### config.mk
export PLATFORM = sky130hd
export DESIGN_NAME = centroid_tracker
export DESIGN_NICKNAME = d
export VERILOG_FILES = /design/src/hw/video_pkg.sv /design/src/hw/pixel_pkg.sv /design/src/hw/centroid_tracker.sv
export VERILOG_INCLUDE_DIRS = /design/src /design/src/include
export SDC_FILE = /design/constraint.sdc
export NUM_CORES = 1
export LEC_CHECK = 0
export BUFFER_PORTS_ARGS = -buffer_cell sky130_fd_sc_hd__buf_2
export CORE_ASPECT_RATIO = 1.75
export CORE_MARGIN = 4
export CORE_UTILIZATION = 50
export CTS_BUF_LIST = sky130_fd_sc_hd__clkbuf_8 sky130_fd_sc_hd__clkbuf_16
export CTS_CLUSTER_DIAMETER = 50
export CTS_CLUSTER_SIZE = 40
export DETAILED_ROUTE_END_ITERATION = 10
export GPL_TIMING_DRIVEN = 1
export PLACE_DENSITY_LB_ADDON = 0.08
export SETUP_SLACK_MARGIN = 0.02
export SYNTH_ARGS = -nofsm -noshare
export SYNTH_HDL_FRONTEND = slang
export SYNTH_SLANG_ARGS = --single-unit
### constraint.sdc
create_clock -name clk_pixel -period 3.4 [get_ports clk_pixel]
set_input_delay 0.34 -clock clk_pixel [delete_from_list [all_inputs] [get_ports clk_pixel]]
set_output_delay 0.34 -clock clk_pixel [all_outputs]
set_load 0.1 [all_outputs]
### src/include/cal_video_consts.svh
`ifndef CAL_VIDEO_CONSTS_SVH
`define CAL_VIDEO_CONSTS_SVH

// horizontal timing, in pixels
`define H_ACTIVE 256
`define H_FRONT 8
`define H_SYNC 16
`define H_BACK 20
`define H_TOTAL (`H_ACTIVE + `H_FRONT + `H_SYNC + `H_BACK)

// vertical timing, in lines
`define V_ACTIVE 144
`define V_FRONT 3
`define V_SYNC 4
`define V_BACK 9
`define V_TOTAL (`V_ACTIVE + `V_FRONT + `V_SYNC + `V_BACK)

// frame buffer size in pixels, shown at 4x
`define FB_WIDTH 64
`define FB_HEIGHT 32
`define SCALE_SHIFT 2

`define COLOR_WIDTH 8
// quotient width of the centroid divider
`define DIV_BITS 12

// counter and buffer coordinate widths
`define HCOUNT_WIDTH 9
`define VCOUNT_WIDTH 8
`define FB_X_WIDTH 6
`define FB_Y_WIDTH 5

`endif

### src/hw/video_pkg.sv
`include "cal_video_consts.svh"

package video_pkg;

    // screen position counters, blanking included
    typedef logic [`HCOUNT_WIDTH-1:0] hcount_t;
    typedef logic [`VCOUNT_WIDTH-1:0] vcount_t;

    // timing bundle that travels next to each pixel down the pipeline
    typedef struct packed {
        hcount_t hcount;
        vcount_t vcount;
        logic    hsync;
        logic    vsync;
        logic    active;
        // high on the last active pixel only
        logic    frame_end;
    } video_timing_t;

endpackage

### src/hw/pixel_pkg.sv
`include "cal_video_consts.svh"

package pixel_pkg;

    typedef logic [`COLOR_WIDTH-1:0] color_t;

    typedef struct packed {
        color_t red;
        color_t green;
        color_t blue;
    } rgb_t;

    // buffer coordinates and the flat address built as {y, x}
    typedef logic [`FB_X_WIDTH-1:0] fb_x_t;
    typedef logic [`FB_Y_WIDTH-1:0] fb_y_t;
    typedef logic [`FB_X_WIDTH+`FB_Y_WIDTH-1:0] fb_addr_t;

    // one camera write, already in buffer coordinates
    typedef struct packed {
        fb_x_t x;
        fb_y_t y;
        rgb_t  rgb;
    } cam_pixel_t;

    // bit0 from red, bit1 from blue
    typedef struct packed {
        logic bit1;
        logic bit0;
    } mask_t;

    typedef enum logic {CAMERA_VIEW, MASK_VIEW} view_t;

    typedef enum logic [1:0] {IDLE, DIVIDE_X, DIVIDE_Y} div_state_t;

endpackage

### src/hw/centroid_tracker.sv
`timescale 1ns/1ps
`include "cal_video_consts.svh"

module centroid_tracker (
    input  logic                     clk_pixel,
    input  logic                     recent_reset,
    input  pixel_pkg::mask_t         mask,
    input  video_pkg::video_timing_t timing,
    output video_pkg::hcount_t       centroid_x,
    output video_pkg::vcount_t       centroid_y,
    output logic                     centroid_valid
);
    import pixel_pkg::*;
    import video_pkg::*;

    // one frame has at most 256x144 hits, coordinates below 256
    localparam int COUNT_W = 16;
    localparam int SUM_W   = 24;
    // divisor shifted up by the top quotient bit
    localparam int DSR_W   = COUNT_W + `DIV_BITS - 1;
    localparam int STEP_W  = $clog2(`DIV_BITS);

    logic                 hit;
    logic [COUNT_W-1:0]   count;
    logic [COUNT_W-1:0]   count_next;
    logic [SUM_W-1:0]     sum_x;
    logic [SUM_W-1:0]     sum_x_next;
    logic [SUM_W-1:0]     sum_y;
    logic [SUM_W-1:0]     sum_y_next;
    // divider working registers
    logic [COUNT_W-1:0]   divisor;
    logic [SUM_W-1:0]     sum_y_hold;
    logic [SUM_W-1:0]     rem;
    logic [DSR_W-1:0]     dsr;
    logic [`DIV_BITS-1:0] quot;
    logic [`DIV_BITS-1:0] quot_next;
    logic [STEP_W-1:0]    step;
    logic                 fits;
    hcount_t              x_result;
    div_state_t           state;

    always_comb begin
        hit        = timing.active && mask.bit1;
        sum_x_next = sum_x + (hit ? SUM_W'(timing.hcount) : '0);
        sum_y_next = sum_y + (hit ? SUM_W'(timing.vcount) : '0);
        count_next = count + COUNT_W'(hit);
        // restoring step: subtract the shifted divisor when it fits
        fits       = DSR_W'(rem) >= dsr;
        quot_next  = {quot[`DIV_BITS-2:0], fits};
    end

    // per-frame accumulators, cleared once the last pixel is taken
    always_ff @(posedge clk_pixel) begin
        if (recent_reset || timing.frame_end) begin
            sum_x <= '0;
            sum_y <= '0;
            count <= '0;
        end else begin
            sum_x <= sum_x_next;
            sum_y <= sum_y_next;
            count <= count_next;
        end
    end

    // x first, then y; an empty frame never leaves IDLE
    always_ff @(posedge clk_pixel) begin
        if (recent_reset) begin
            state          <= IDLE;
            centroid_valid <= 1'b0;
        end else begin
            case (state)
                IDLE: begin
                    if (timing.frame_end && count_next != '0) begin
                        state <= DIVIDE_X;
                    end
                end
                DIVIDE_X: begin
                    if (step == '0) begin
                        state <= DIVIDE_Y;
                    end
                end
                DIVIDE_Y: begin
                    if (step == '0) begin
                        state          <= IDLE;
                        centroid_valid <= 1'b1;
                    end
                end
                default: state <= IDLE;
            endcase
        end
    end

    always_ff @(posedge clk_pixel) begin
        if (state == IDLE) begin
            // loaded every idle cycle, only the frame_end load matters
            // closing sums include the frame_end pixel itself
            rem        <= sum_x_next;
            sum_y_hold <= sum_y_next;
            divisor    <= count_next;
            dsr        <= DSR_W'(count_next) << (`DIV_BITS - 1);
            step       <= STEP_W'(`DIV_BITS - 1);
            quot       <= '0;
        end else begin
            if (fits) begin
                rem <= rem - SUM_W'(dsr);
            end
            dsr  <= dsr >> 1;
            quot <= quot_next;
            step <= step - 1'b1;
            if (step == '0) begin
                // reload for the y divide, same divisor
                rem  <= sum_y_hold;
                dsr  <= DSR_W'(divisor) << (`DIV_BITS - 1);
                step <= STEP_W'(`DIV_BITS - 1);
                quot <= '0;
                if (state == DIVIDE_X) begin
                    x_result <= quot_next[`HCOUNT_WIDTH-1:0];
                end else begin
                    // both results land together
                    centroid_x <= x_result;
                    centroid_y <= quot_next[`VCOUNT_WIDTH-1:0];
                end
            end
        end
    end

endmodule

==> results.txt, run 1 <==
Max-cap violations - 0
Top cells by area in the synthesized netlist - sky130_fd_sc_hd__edfxtp_1, sky130_fd_sc_hd__dfxtp_1, sky130_fd_sc_hd__ha_1
Clock Sinks - 196
Depth of the worst hold-timing path - 2
Hold-fix buffers, CTS - 0
Total Nets Final - 1043
Category of the worst setup path capture point - flip-flop
Setup TNS - 0 ns
Total number of vias - 6674
Overall routing resource usage - 20.1%
Later-pin clock latency in the skew report - 0.44 ns
Leakage power of the design - 0.00443 uW
Synthesized flop and latch total - 196
Switching share of total power - 27.6%
DP Worst Slack - 0.380 ns
Area of the core region - 18600 um2
Yosys top cell by area - sky130_fd_sc_hd__edfxtp_1
Floorplan die area - 21200 um2
Count of instances resized after the clock tree is built - 0
Power, Total - 5920 uW
GRT overflow - 0
Initial drt markers - 357
Element type at the critical path start - flip-flop
Final antenna-violating net count - 0
Root buffer cell - sky130_fd_sc_hd__clkbuf_16
Diode count - 0
Routed len/inst - 16.6 um
Worst reg2reg path startpoint - rem[4]
Most common library cell in the layout ignoring fill and taps - sky130_fd_sc_hd__dfxtp_1
CP max stage cell - sky130_fd_sc_hd__a311oi_2
Commonest non-fill, non-tap cells in the layout - sky130_fd_sc_hd__dfxtp_1, sky130_fd_sc_hd__nor2_1, sky130_fd_sc_hd__edfxtp_1
Routed wire length - 20300 um
Synthesized netlist net count - 1010
Ordered list of cells on the worst path - ha_1 -> a211oi_1 -> o21ba_1 -> a21boi_1 -> a311oi_2 -> o21ai_1 -> a32oi_1 -> nand2_1 -> buf_4
DRC - 0
Synth Area per Inst - 10.0 um2
Unrepaired setup endpoints after global routing - no
Summed instance area of the synthesized netlist - 9410 um2
Class of the most critical setup path - flip-flop to flip-flop
Number of warnings printed during yosys synthesis - 0
Initial antenna violation count - 0
R2R cell count - 9
Worst-case vdd ir drop - 0.000382 V
Max Root-Sink Buffers - 2
Final setup violation count - 0
Weighted congestion reported at the end of routability-driven placement - 0.850
Max incr delay on CP - 0.45 ns
Combinational group share of total power - 20.2%
Tmin final - 3.10 ns
Number of global-route vias before repair - 6729
Run status - complete, no violations
Number of cell rows - 66
Part of the total power dissipated in the clock network - 35.5%
Internal Pwr Total - 4290 uW
Effective utilization at floorplan - 50.6%
Post-synth EDFFs - 90
Worst Setup Slack, final - 0.304 ns
Post-CTS Setup Repair Bufs - 0
Die Wd - 112 um
Highest achievable clock rate - 323 MHz
Post-layout utilization of the core - 56.4%
Portion of total power attributed to sequential cells - 44.3%
Critical path data required time - 3.56 ns
Reg-to-Reg End - rem[6]
Fraction of final layout cells sized beyond drive strength 1 - 9.56%
Clock transition at the register clock pins on the worst setup and hold paths after CTS - 0.07 ns
Portion of the clock cycle consumed by the worst path in the final layout - 91.1%
Post-synth top flop - sky130_fd_sc_hd__dfxtp_1
Share of async-settable or async-resettable flops after synthesis - 0%
Internal reg-to-reg setup slack - 0.30 ns
TritonCTS clock tree - built
Pin slew with the least headroom to its limit - 0.827 ns
Mapped Cells - 937
Count of boundary I/O pins - 43
Worst hold margin - 0.152 ns
Critical path data arrival time - 3.26 ns
Switching power summed over all nets - 1630 uW
Largest net degree at the start of global routing - 104
Type of the tightest min-delay check - input port to flip-flop
Number of clock buffers inserted by TritonCTS - 17
Number of I/O port buffers - 39
Final Hold Fails - 0
Power per Cell Area - 564 nW/um2
Number of iterations in the first detailed-routing pass - 4
DP HPWL - 14600 um
Number of distinct standard cells referenced by the synthesized netlist - 66
Average via count per standard cell - 5.47
Final-report max-slew violation count - 0
Global-route wire length before repair - 33900 um
Relative max-transition margin - 44.9%
Die boundary height - 189 um
Beginning of the critical path - rem[4]
H-tree lvl count - 4
Filler Cells Inserted - 1670
Hold Startpoint - recent_reset
Area growth syn-to-layout - 11.5%
Maximum fanout along the worst path - 24
Area share of the largest cell type after synthesis - 28.7%
Fraction of the yosys area taken by sequential cells - 51.3%
Worst Hold End - state[1]
Worst Skew - 0.0107 ns
sequential cells by signal, indices dropped and copies added (netlist names), 9 cells and up:
register    flops
dsr            27
centroid_x      9
sum_x          24
divisor        16
sum_y_hold     24
count          16
x_result        9
rem            24
sum_y          24
worst max-delay path by stage:
stage	endpoint	cells past startpoint
final	rem[6]	9
after global routing	rem[8]	9
after CTS	rem[6]	9
after detailed placement	rem[0]	9
after global placement	rem[0]	9
after floorplan	rem[10]	6
area by class of cell:
cell class / instances / area [um2] / share of cell area [%]
Timing Repair Buffer: 52 / 305 / 2.91
Clock inverter: 15 / 191 / 1.83
Tap cell: 238 / 298 / 2.84
Multi-Input combinational cell: 656 / 4260 / 40.7
Sequential cell: 196 / 4820 / 46.0
Clock buffer: 17 / 425 / 4.06
Inverter: 47 / 178 / 1.69
kinds of logic after synthesis:
family / after synthesis / share of synthesized area [%]
simple gates: 337 / 17.9
flops: 196 / 51.3
compound gates: 193 / 13.5
buf+inv: 85 / 3.39
xor+xnor: 75 / 6.98
fa+ha+maj: 48 / 6.63
mux: 3 / 0.333
routing by layer:
metal	global-route usage [%]	share of wire (%)	vias up
li1	-	-	3407
met1	24.9	44	3141
met2	34.8	51	95
met3	3.33	3.1	31
met4	7.92	2.5	0
met5	0	0	-
power by group through the flow:
| stage | Combinational (uW) | Sequential (uW) | Clock, uW |
|---|---|---|---|
| floorplan | 910 | 2660 | 0 |
| global placement | 1180 | 2670 | 0 |
| detailed placement | 1190 | 2680 | 0 |
| CTS | 1200 | 2620 | 2150 |
| global route | 1340 | 2630 | 2250 |
| finish | 1200 | 2620 | 2100 |
synth_stat cells (3+ instances only):
| master | number |
|---|---|
| sky130_fd_sc_hd__a2111oi_0 | 4 |
| sky130_fd_sc_hd__a211oi_1 | 20 |
| sky130_fd_sc_hd__a21boi_1 | 3 |
| sky130_fd_sc_hd__a21o_1 | 14 |
| sky130_fd_sc_hd__a21oi_1 | 63 |
| sky130_fd_sc_hd__a221oi_1 | 3 |
| sky130_fd_sc_hd__a22oi_1 | 5 |
| sky130_fd_sc_hd__a31oi_1 | 5 |
| sky130_fd_sc_hd__and2_1 | 37 |
| sky130_fd_sc_hd__and3_1 | 38 |
| sky130_fd_sc_hd__and4_1 | 5 |
| sky130_fd_sc_hd__buf_1 | 4 |
| sky130_fd_sc_hd__clkbuf_1 | 34 |
| sky130_fd_sc_hd__dfxtp_1 | 106 |
| sky130_fd_sc_hd__edfxtp_1 | 90 |
| sky130_fd_sc_hd__fa_1 | 3 |
| sky130_fd_sc_hd__ha_1 | 45 |
| sky130_fd_sc_hd__inv_1 | 43 |
| sky130_fd_sc_hd__nand2_1 | 68 |
| sky130_fd_sc_hd__nand2b_1 | 3 |
| sky130_fd_sc_hd__nand3_1 | 26 |
| sky130_fd_sc_hd__nand4_1 | 15 |
| sky130_fd_sc_hd__nor2_1 | 97 |
| sky130_fd_sc_hd__nor3_1 | 21 |
| sky130_fd_sc_hd__nor3b_1 | 4 |
| sky130_fd_sc_hd__nor4_1 | 3 |
| sky130_fd_sc_hd__o211ai_1 | 4 |
| sky130_fd_sc_hd__o21a_1 | 5 |
| sky130_fd_sc_hd__o21ai_0 | 20 |
| sky130_fd_sc_hd__o21ai_1 | 14 |
| sky130_fd_sc_hd__o21bai_1 | 5 |
| sky130_fd_sc_hd__o22ai_1 | 3 |
| sky130_fd_sc_hd__o31ai_1 | 3 |
| sky130_fd_sc_hd__or2_2 | 3 |
| sky130_fd_sc_hd__or3_1 | 6 |
| sky130_fd_sc_hd__or4_1 | 3 |
| sky130_fd_sc_hd__xnor2_1 | 33 |
| sky130_fd_sc_hd__xor2_1 | 42 |
worst max-delay path: cells and delay by family (launching register included):
family	cells	cell delay, ns
and+or+nand+nor	1	0.10
AOI/OAI and AO/OA	6	1.70
adders and majority gates	1	0.38
buffers and inverters	1	0.25
DFF	1	0.37
metrics by stage:
stage	instances	cell area (um2)
CTS	1221	10500
detailed placement	1189	9870
global placement	1189	9870
floorplan	937	9410
finish	1221	10500
global route	1221	10500
No activity file was read; power rests on OpenSTA's default activity.
==> run 2: changes to the inputs <==
CTS_CLUSTER_DIAMETER = 60   (was 50)
RECOVER_POWER = 50   (was not set)
==> results.txt, run 2 (same netlist as run 1, synthesis figures left out) <==
Met3 track utilization from global routing - 3.33%
Total number of vias - 6700
Placement-stage cell area - 9870 um2
Multi-input gate area - 4250 um2
Portion of total power attributed to sequential cells - 44.4%
Part of the total power dissipated in the clock network - 35.5%
Flip-flop count of the largest register after layout - 27
Number of global-route vias before repair - 6729
Grt met1 use - 24.9%
Overall routing resource usage - 20.1%
Initial drt markers - 353
Highest achievable clock rate - 323 MHz
Maximum fanout along the worst path - 24
Switching power summed over all nets - 1630 uW
Leakage power of the design - 0.00434 uW
Switching share of total power - 27.6%
Internal Pwr Total - 4290 uW
Category of the worst setup path capture point - flip-flop
Floorplan die area - 21200 um2
Hold-fix buffers, CTS - 0
Depth of the worst hold-timing path - 2
Clock transition at the register clock pins on the worst setup and hold paths after CTS - 0.07 ns
Number of cell rows - 66
Max incr delay on CP - 0.45 ns
Global-route wire length before repair - 33900 um
Top Usage Layer GRT - met2
Worst-case vdd ir drop - 0.000383 V
Filler Cells Inserted - 1670
Max-cap violations - 1
Tmin final - 3.10 ns
Ordered list of cells on the worst path - ha_1 -> a211oi_1 -> o21ba_1 -> a21boi_1 -> a311oi_2 -> o21ai_1 -> a32oi_1 -> nand2_1 -> buf_4
Cell family with the largest share of critical-path delay - compound AO/OA/AOI/OAI gates
Diode count - 0
Weighted congestion reported at the end of routability-driven placement - 0.850
Worst Skew - 0.00933 ns
Portion of the clock cycle consumed by the worst path in the final layout - 91.1%
Initial antenna violation count - 0
Area of the core region - 18600 um2
Largest reg by FF count - dsr
Number of I/O port buffers - 39
Routed wire length - 20300 um
Largest net degree at the start of global routing - 104
Final Hold Fails - 0
DRC - 0
Critical path data arrival time - 3.26 ns
Later-pin clock latency in the skew report - 0.44 ns
Count of boundary I/O pins - 43
DP HPWL - 14600 um
Average via count per standard cell - 5.49
Type of the tightest min-delay check - input port to flip-flop
Clock Sinks - 196
Area growth syn-to-layout - 10.8%
Fraction of final layout cells sized beyond drive strength 1 - 7.22%
Commonest non-fill, non-tap cells in the layout - sky130_fd_sc_hd__dfxtp_1, sky130_fd_sc_hd__nor2_1, sky130_fd_sc_hd__edfxtp_1
Violated checks - capacitance limit, slew limit
H-tree lvl count - 4
R2R cell count - 9
Internal reg-to-reg setup slack - 0.30 ns
Effective utilization at floorplan - 50.6%
Final antenna-violating net count - 0
TritonCTS clock tree - built
Number of logic stages on the critical path including buffering - 9
Power per Cell Area - 568 nW/um2
Critical path data required time - 3.56 ns
Total Nets Final - 1043
Post-CTS Setup Repair Bufs - 0
Die boundary height - 189 um
Final setup violation count - 0
Pin slew with the least headroom to its limit - 2.01 ns
Count of instances resized after the clock tree is built - 0
Critical path buffer and inverter count - 1
Most common library cell in the layout ignoring fill and taps - sky130_fd_sc_hd__dfxtp_1
Number of clock buffers inserted by TritonCTS - 17
Die Wd - 112 um
Unrepaired setup endpoints after global routing - no
Setup TNS - 0 ns
Sequential standard cell area - 4820 um2
Class of the most critical setup path - flip-flop to flip-flop
CP max stage cell - sky130_fd_sc_hd__a311oi_2
Max Root-Sink Buffers - 2
Combinational group share of total power - 20.2%
Routed len/inst - 16.6 um
Final-report max-slew violation count - 104
Post-route standard cell area excluding fillers - 10400 um2
Relative max-transition margin - -34.1%
Met2 capacity usage during global routing - 34.8%
Number of iterations in the first detailed-routing pass - 5
Root buffer cell - sky130_fd_sc_hd__clkbuf_16
GRT overflow - 0
Run status - finished with violations
Element type at the critical path start - flip-flop
-- run 2: worst paths after layout --
| kind | startpoint | to |
|---|---|---|
| worst max register to register | rem[4] | rem[6] |
| worst min register to register | step[0] | step[0] |
| worst min-delay path | recent_reset | state[1] |
| worst max-delay path | rem[4] | rem[6] |
-- run 2: layout make-up --
class | instances | area share (%)
tap | 238 | 2.86
inverter | 47 | 1.70
clock inverter | 15 | 1.84
sequential | 196 | 46.3
timing repair buffer | 52 | 2.42
multi-input combinational | 656 | 40.8
clock buffer | 17 | 4.08
-- run 2: worst register-to-register path: cells and delay by family (launching register included) --
| kind | cells | cell delay [ns] |
|---|---|---|
| compound gates | 6 | 1.70 |
| fa+ha+maj | 1 | 0.38 |
| flops | 1 | 0.37 |
| buf+inv | 1 | 0.26 |
| simple gates | 1 | 0.10 |
-- run 2: through the flow --
| stage | std cells | total power [uW] | worst slack [ns] | hold WS [ns] | util, % |
|---|---|---|---|---|---|
| 6_report | 1221 | 5920 | 0.304 | 0.151 | 56.1 |
| 5_1_grt | 1221 | 6220 | 0.0859 | 0.156 | 56.1 |
| 4_1_cts | 1221 | 5970 | 0.363 | 0.132 | 56.4 |
| 3_5_place_dp | 1189 | 3860 | 0.380 | 0.394 | 53.1 |
| 3_3_place_gp | 1189 | 3860 | 0.455 | 0.388 | 53.1 |
| 2_1_floorplan | 937 | 3570 | 0.391 | 0.371 | - |
-- run 2: power by group through the flow --
| stage | logic, uW | registers, uW | clock network [uW] |
|---|---|---|---|
| floorplan | 910 | 2660 | 0 |
| global placement | 1180 | 2670 | 0 |
| detailed placement | 1190 | 2680 | 0 |
| CTS | 1200 | 2620 | 2150 |
| global route | 1340 | 2630 | 2250 |
| finish | 1190 | 2620 | 2100 |
-- run 2: routing by layer --
metal	wire length [um]	up-vias
li1	-	3405
met3	519	32
met2	10300	86
met5	0	-
met1	8940	3177
met4	574	0
==> run 3: changes to the inputs <==
ABC_AREA = 1   (was not set)
BUFFER_PORTS_ARGS = not set   (was -buffer_cell sky130_fd_sc_hd__buf_2)
DONT_BUFFER_PORTS = 1   (was not set)
==> results.txt, run 3 <==
Run status - finished with violations
Violated checks - capacitance limit, slew limit
Worst-case vdd ir drop - 0.000582 V
Power per Cell Area - 632 nW/um2
Category of the worst setup path capture point - flip-flop
Synthesized flop and latch total - 196
Yosys top cell by area - sky130_fd_sc_hd__edfxtp_1
Post-route standard cell area excluding fillers - 10900 um2
Total Nets Final - 1314
Highest achievable clock rate - 357 MHz
DRC - 0
Worst Skew - 0.00938 ns
Summed instance area of the synthesized netlist - 10000 um2
Routed wire length - 22600 um
Largest reg by FF count - dsr
Total number of vias - 7793
DP HPWL - 17700 um
Number of clock buffers inserted by TritonCTS - 17
Post-synth EDFFs - 90
Routed len/inst - 15.1 um
Critical path data required time - 3.61 ns
Number of distinct standard cells referenced by the synthesized netlist - 46
Later-pin clock latency in the skew report - 0.44 ns
Number of global-route vias before repair - 7801
Part of the total power dissipated in the clock network - 29.3%
H-tree lvl count - 4
Final antenna-violating net count - 0
Number of I/O port buffers - 0
Max Root-Sink Buffers - 2
Final setup violation count - 0
Type of the tightest min-delay check - input port to flip-flop
Most common library cell in the layout ignoring fill and taps - sky130_fd_sc_hd__nand2_1
Synth Area per Inst - 8.14 um2
Fraction of final layout cells sized beyond drive strength 1 - 6.30%
Internal Pwr Total - 4380 uW
Share of async-settable or async-resettable flops after synthesis - 0%
Clock Sinks - 196
Effective utilization at floorplan - 50.8%
Most common library cells after synthesis - sky130_fd_sc_hd__nand2_1, sky130_fd_sc_hd__inv_1, sky130_fd_sc_hd__nor2_1
Number of warnings printed during yosys synthesis - 0
Element type at the critical path start - input port
Post-synth top flop - sky130_fd_sc_hd__dfxtp_1
Global-route wire length before repair - 37200 um
Final Hold Fails - 0
Number of iterations in the first detailed-routing pass - 5
Commonest non-fill, non-tap cells in the layout - sky130_fd_sc_hd__nand2_1, sky130_fd_sc_hd__inv_1, sky130_fd_sc_hd__nor2_1
Portion of the clock cycle consumed by the worst path in the final layout - 82.3%
TritonCTS clock tree - built
Post-layout utilization of the core - 55.1%
Average via count per standard cell - 5.20
Root buffer cell - sky130_fd_sc_hd__clkbuf_16
Overall routing resource usage - 21.0%
Unrepaired setup endpoints after global routing - no
Count of boundary I/O pins - 43
Largest net degree at the start of global routing - 58
Switching share of total power - 36.2%
Area growth syn-to-layout - 8.49%
Max-cap violations - 1
Diode count - 0
Flip-flop count of the largest register after layout - 27
Portion of total power attributed to sequential cells - 39.3%
Die boundary height - 195 um
Relative max-transition margin - -87.1%
Mapped Cells - 1232
Pin slew with the least headroom to its limit - 2.81 ns
Top-count cell post-synth - sky130_fd_sc_hd__nand2_1
Final-report max-slew violation count - 57
GRT overflow - 0
Leakage power of the design - 0.00480 uW
Tmin final - 2.80 ns
Number of cell rows - 68
Switching power summed over all nets - 2490 uW
Fraction of the yosys area taken by sequential cells - 48.1%
Maximum fanout along the worst path - 56
Critical path data arrival time - 3.00 ns
Area of the core region - 19700 um2
Initial antenna violation count - 0
Top cells by area in the synthesized netlist - sky130_fd_sc_hd__edfxtp_1, sky130_fd_sc_hd__dfxtp_1, sky130_fd_sc_hd__nand2_1
Class of the most critical setup path - input port to flip-flop
Die Wd - 115 um
Setup TNS - 0 ns
Weighted congestion reported at the end of routability-driven placement - 0.923
Initial drt markers - 443
Combinational group share of total power - 31.4%
Area share of the largest cell type after synthesis - 27.0%
Floorplan die area - 22500 um2
Synthesized netlist net count - 1305
Placement-stage cell area - 10300 um2
Clock transition at the register clock pins on the worst setup and hold paths after CTS - 0.07 ns
==> run 3: cell count changes after synthesis, moves of 21 or more <==
cell | previous run | this run
sky130_fd_sc_hd__inv_1 | 43 | 184
sky130_fd_sc_hd__nor2_1 | 97 | 165
sky130_fd_sc_hd__and3_1 | 38 | 0
sky130_fd_sc_hd__nand2_1 | 68 | 259
sky130_fd_sc_hd__clkbuf_1 | 34 | 13
sky130_fd_sc_hd__nand3_1 | 26 | 97
sky130_fd_sc_hd__xor2_1 | 42 | 16
sky130_fd_sc_hd__xnor2_1 | 33 | 10
sky130_fd_sc_hd__and2_1 | 37 | 5
==> run 3: timing repair <==
| item | in CTS | in global routing |
|---|---|---|
| resized for setup | 0 | 0 |
| hold buffers | 1 | 0 |
| buffers inserted | 0 | 0 |
| endpoints found under the hold margin | 3 | 0 |
==> run 3: cell families after synthesis <==
logic type                 after synthesis  share of synthesized area (%)
buffers and inverters                  211                           7.99
AOI/OAI and AO/OA                      138                           8.15
DFF                                    196                           48.1
xor gates and xnor gates                29                           2.76
adders and majority gates               48                           6.22
and+or+nand+nor                        610                           26.8
==> run 3: final cells by class <==
cell class / instances / area, um2
Multi-Input combinational cell: 825 / 4380
Tap cell: 245 / 307
Inverter: 191 / 717
Clock buffer: 17 / 425
Timing Repair Buffer: 10 / 60.1
Fill cell: 1931 / 8860
Clock inverter: 15 / 163
Sequential cell: 196 / 4820
==> run 3: per-stage QoR <==
| stage | setup WS, ns | hold slack, ns | total power, uW | cells |
|---|---|---|---|---|
| 2_1_floorplan | 0.728 | 0.366 | 4340 | 1232 |
| 3_3_place_gp | 0.741 | 0.375 | 4870 | 1466 |
| 3_5_place_dp | 0.692 | 0.382 | 4890 | 1466 |
| 4_1_cts | 0.803 | 0.107 | 6910 | 1499 |
| 5_1_grt | 0.340 | 0.155 | 7300 | 1499 |
| 6_report | 0.603 | 0.125 | 6870 | 1499 |
==> run 3: worst max-delay path, stage by stage <==
cell and delay (ns):
sky130_fd_sc_hd__nor2_1 0.02, sky130_fd_sc_hd__clkbuf_1 0.25, sky130_fd_sc_hd__clkinv_1 0.18, sky130_fd_sc_hd__clkbuf_1 1.99, sky130_fd_sc_hd__nor2_1 0.15
==> run 3: worst paths after layout <==
check | startpoint | endpoint | slack (ns) | depth (start not counted)
setup / recovery | timing[0] | sum_x[3] | 0.60 | 5
hold / removal | timing[0] | state[0] | 0.12 | 4
setup reg to reg | rem[7] | rem[3] | 0.77 | 8
hold reg to reg | step[0] | step[0] | 0.40 | 1
==> run 3: power groups by stage <==
stage / clock network (uW) / registers, uW / logic (uW)
floorplan: 0 / 2730 / 1610
global placement: 0 / 2750 / 2120
detailed placement: 0 / 2750 / 2140
CTS: 2060 / 2700 / 2150
global route: 2150 / 2710 / 2440
finish: 2010 / 2700 / 2160
==> run 3: per-layer routing <==
layer	track usage [%]	up-vias	share of wire, %
met5	0	-	0
met4	10.3	0	4.0
met3	3.26	61	2.2
met2	37.9	125	53
met1	23.4	3583	41
li1	-	4024	-
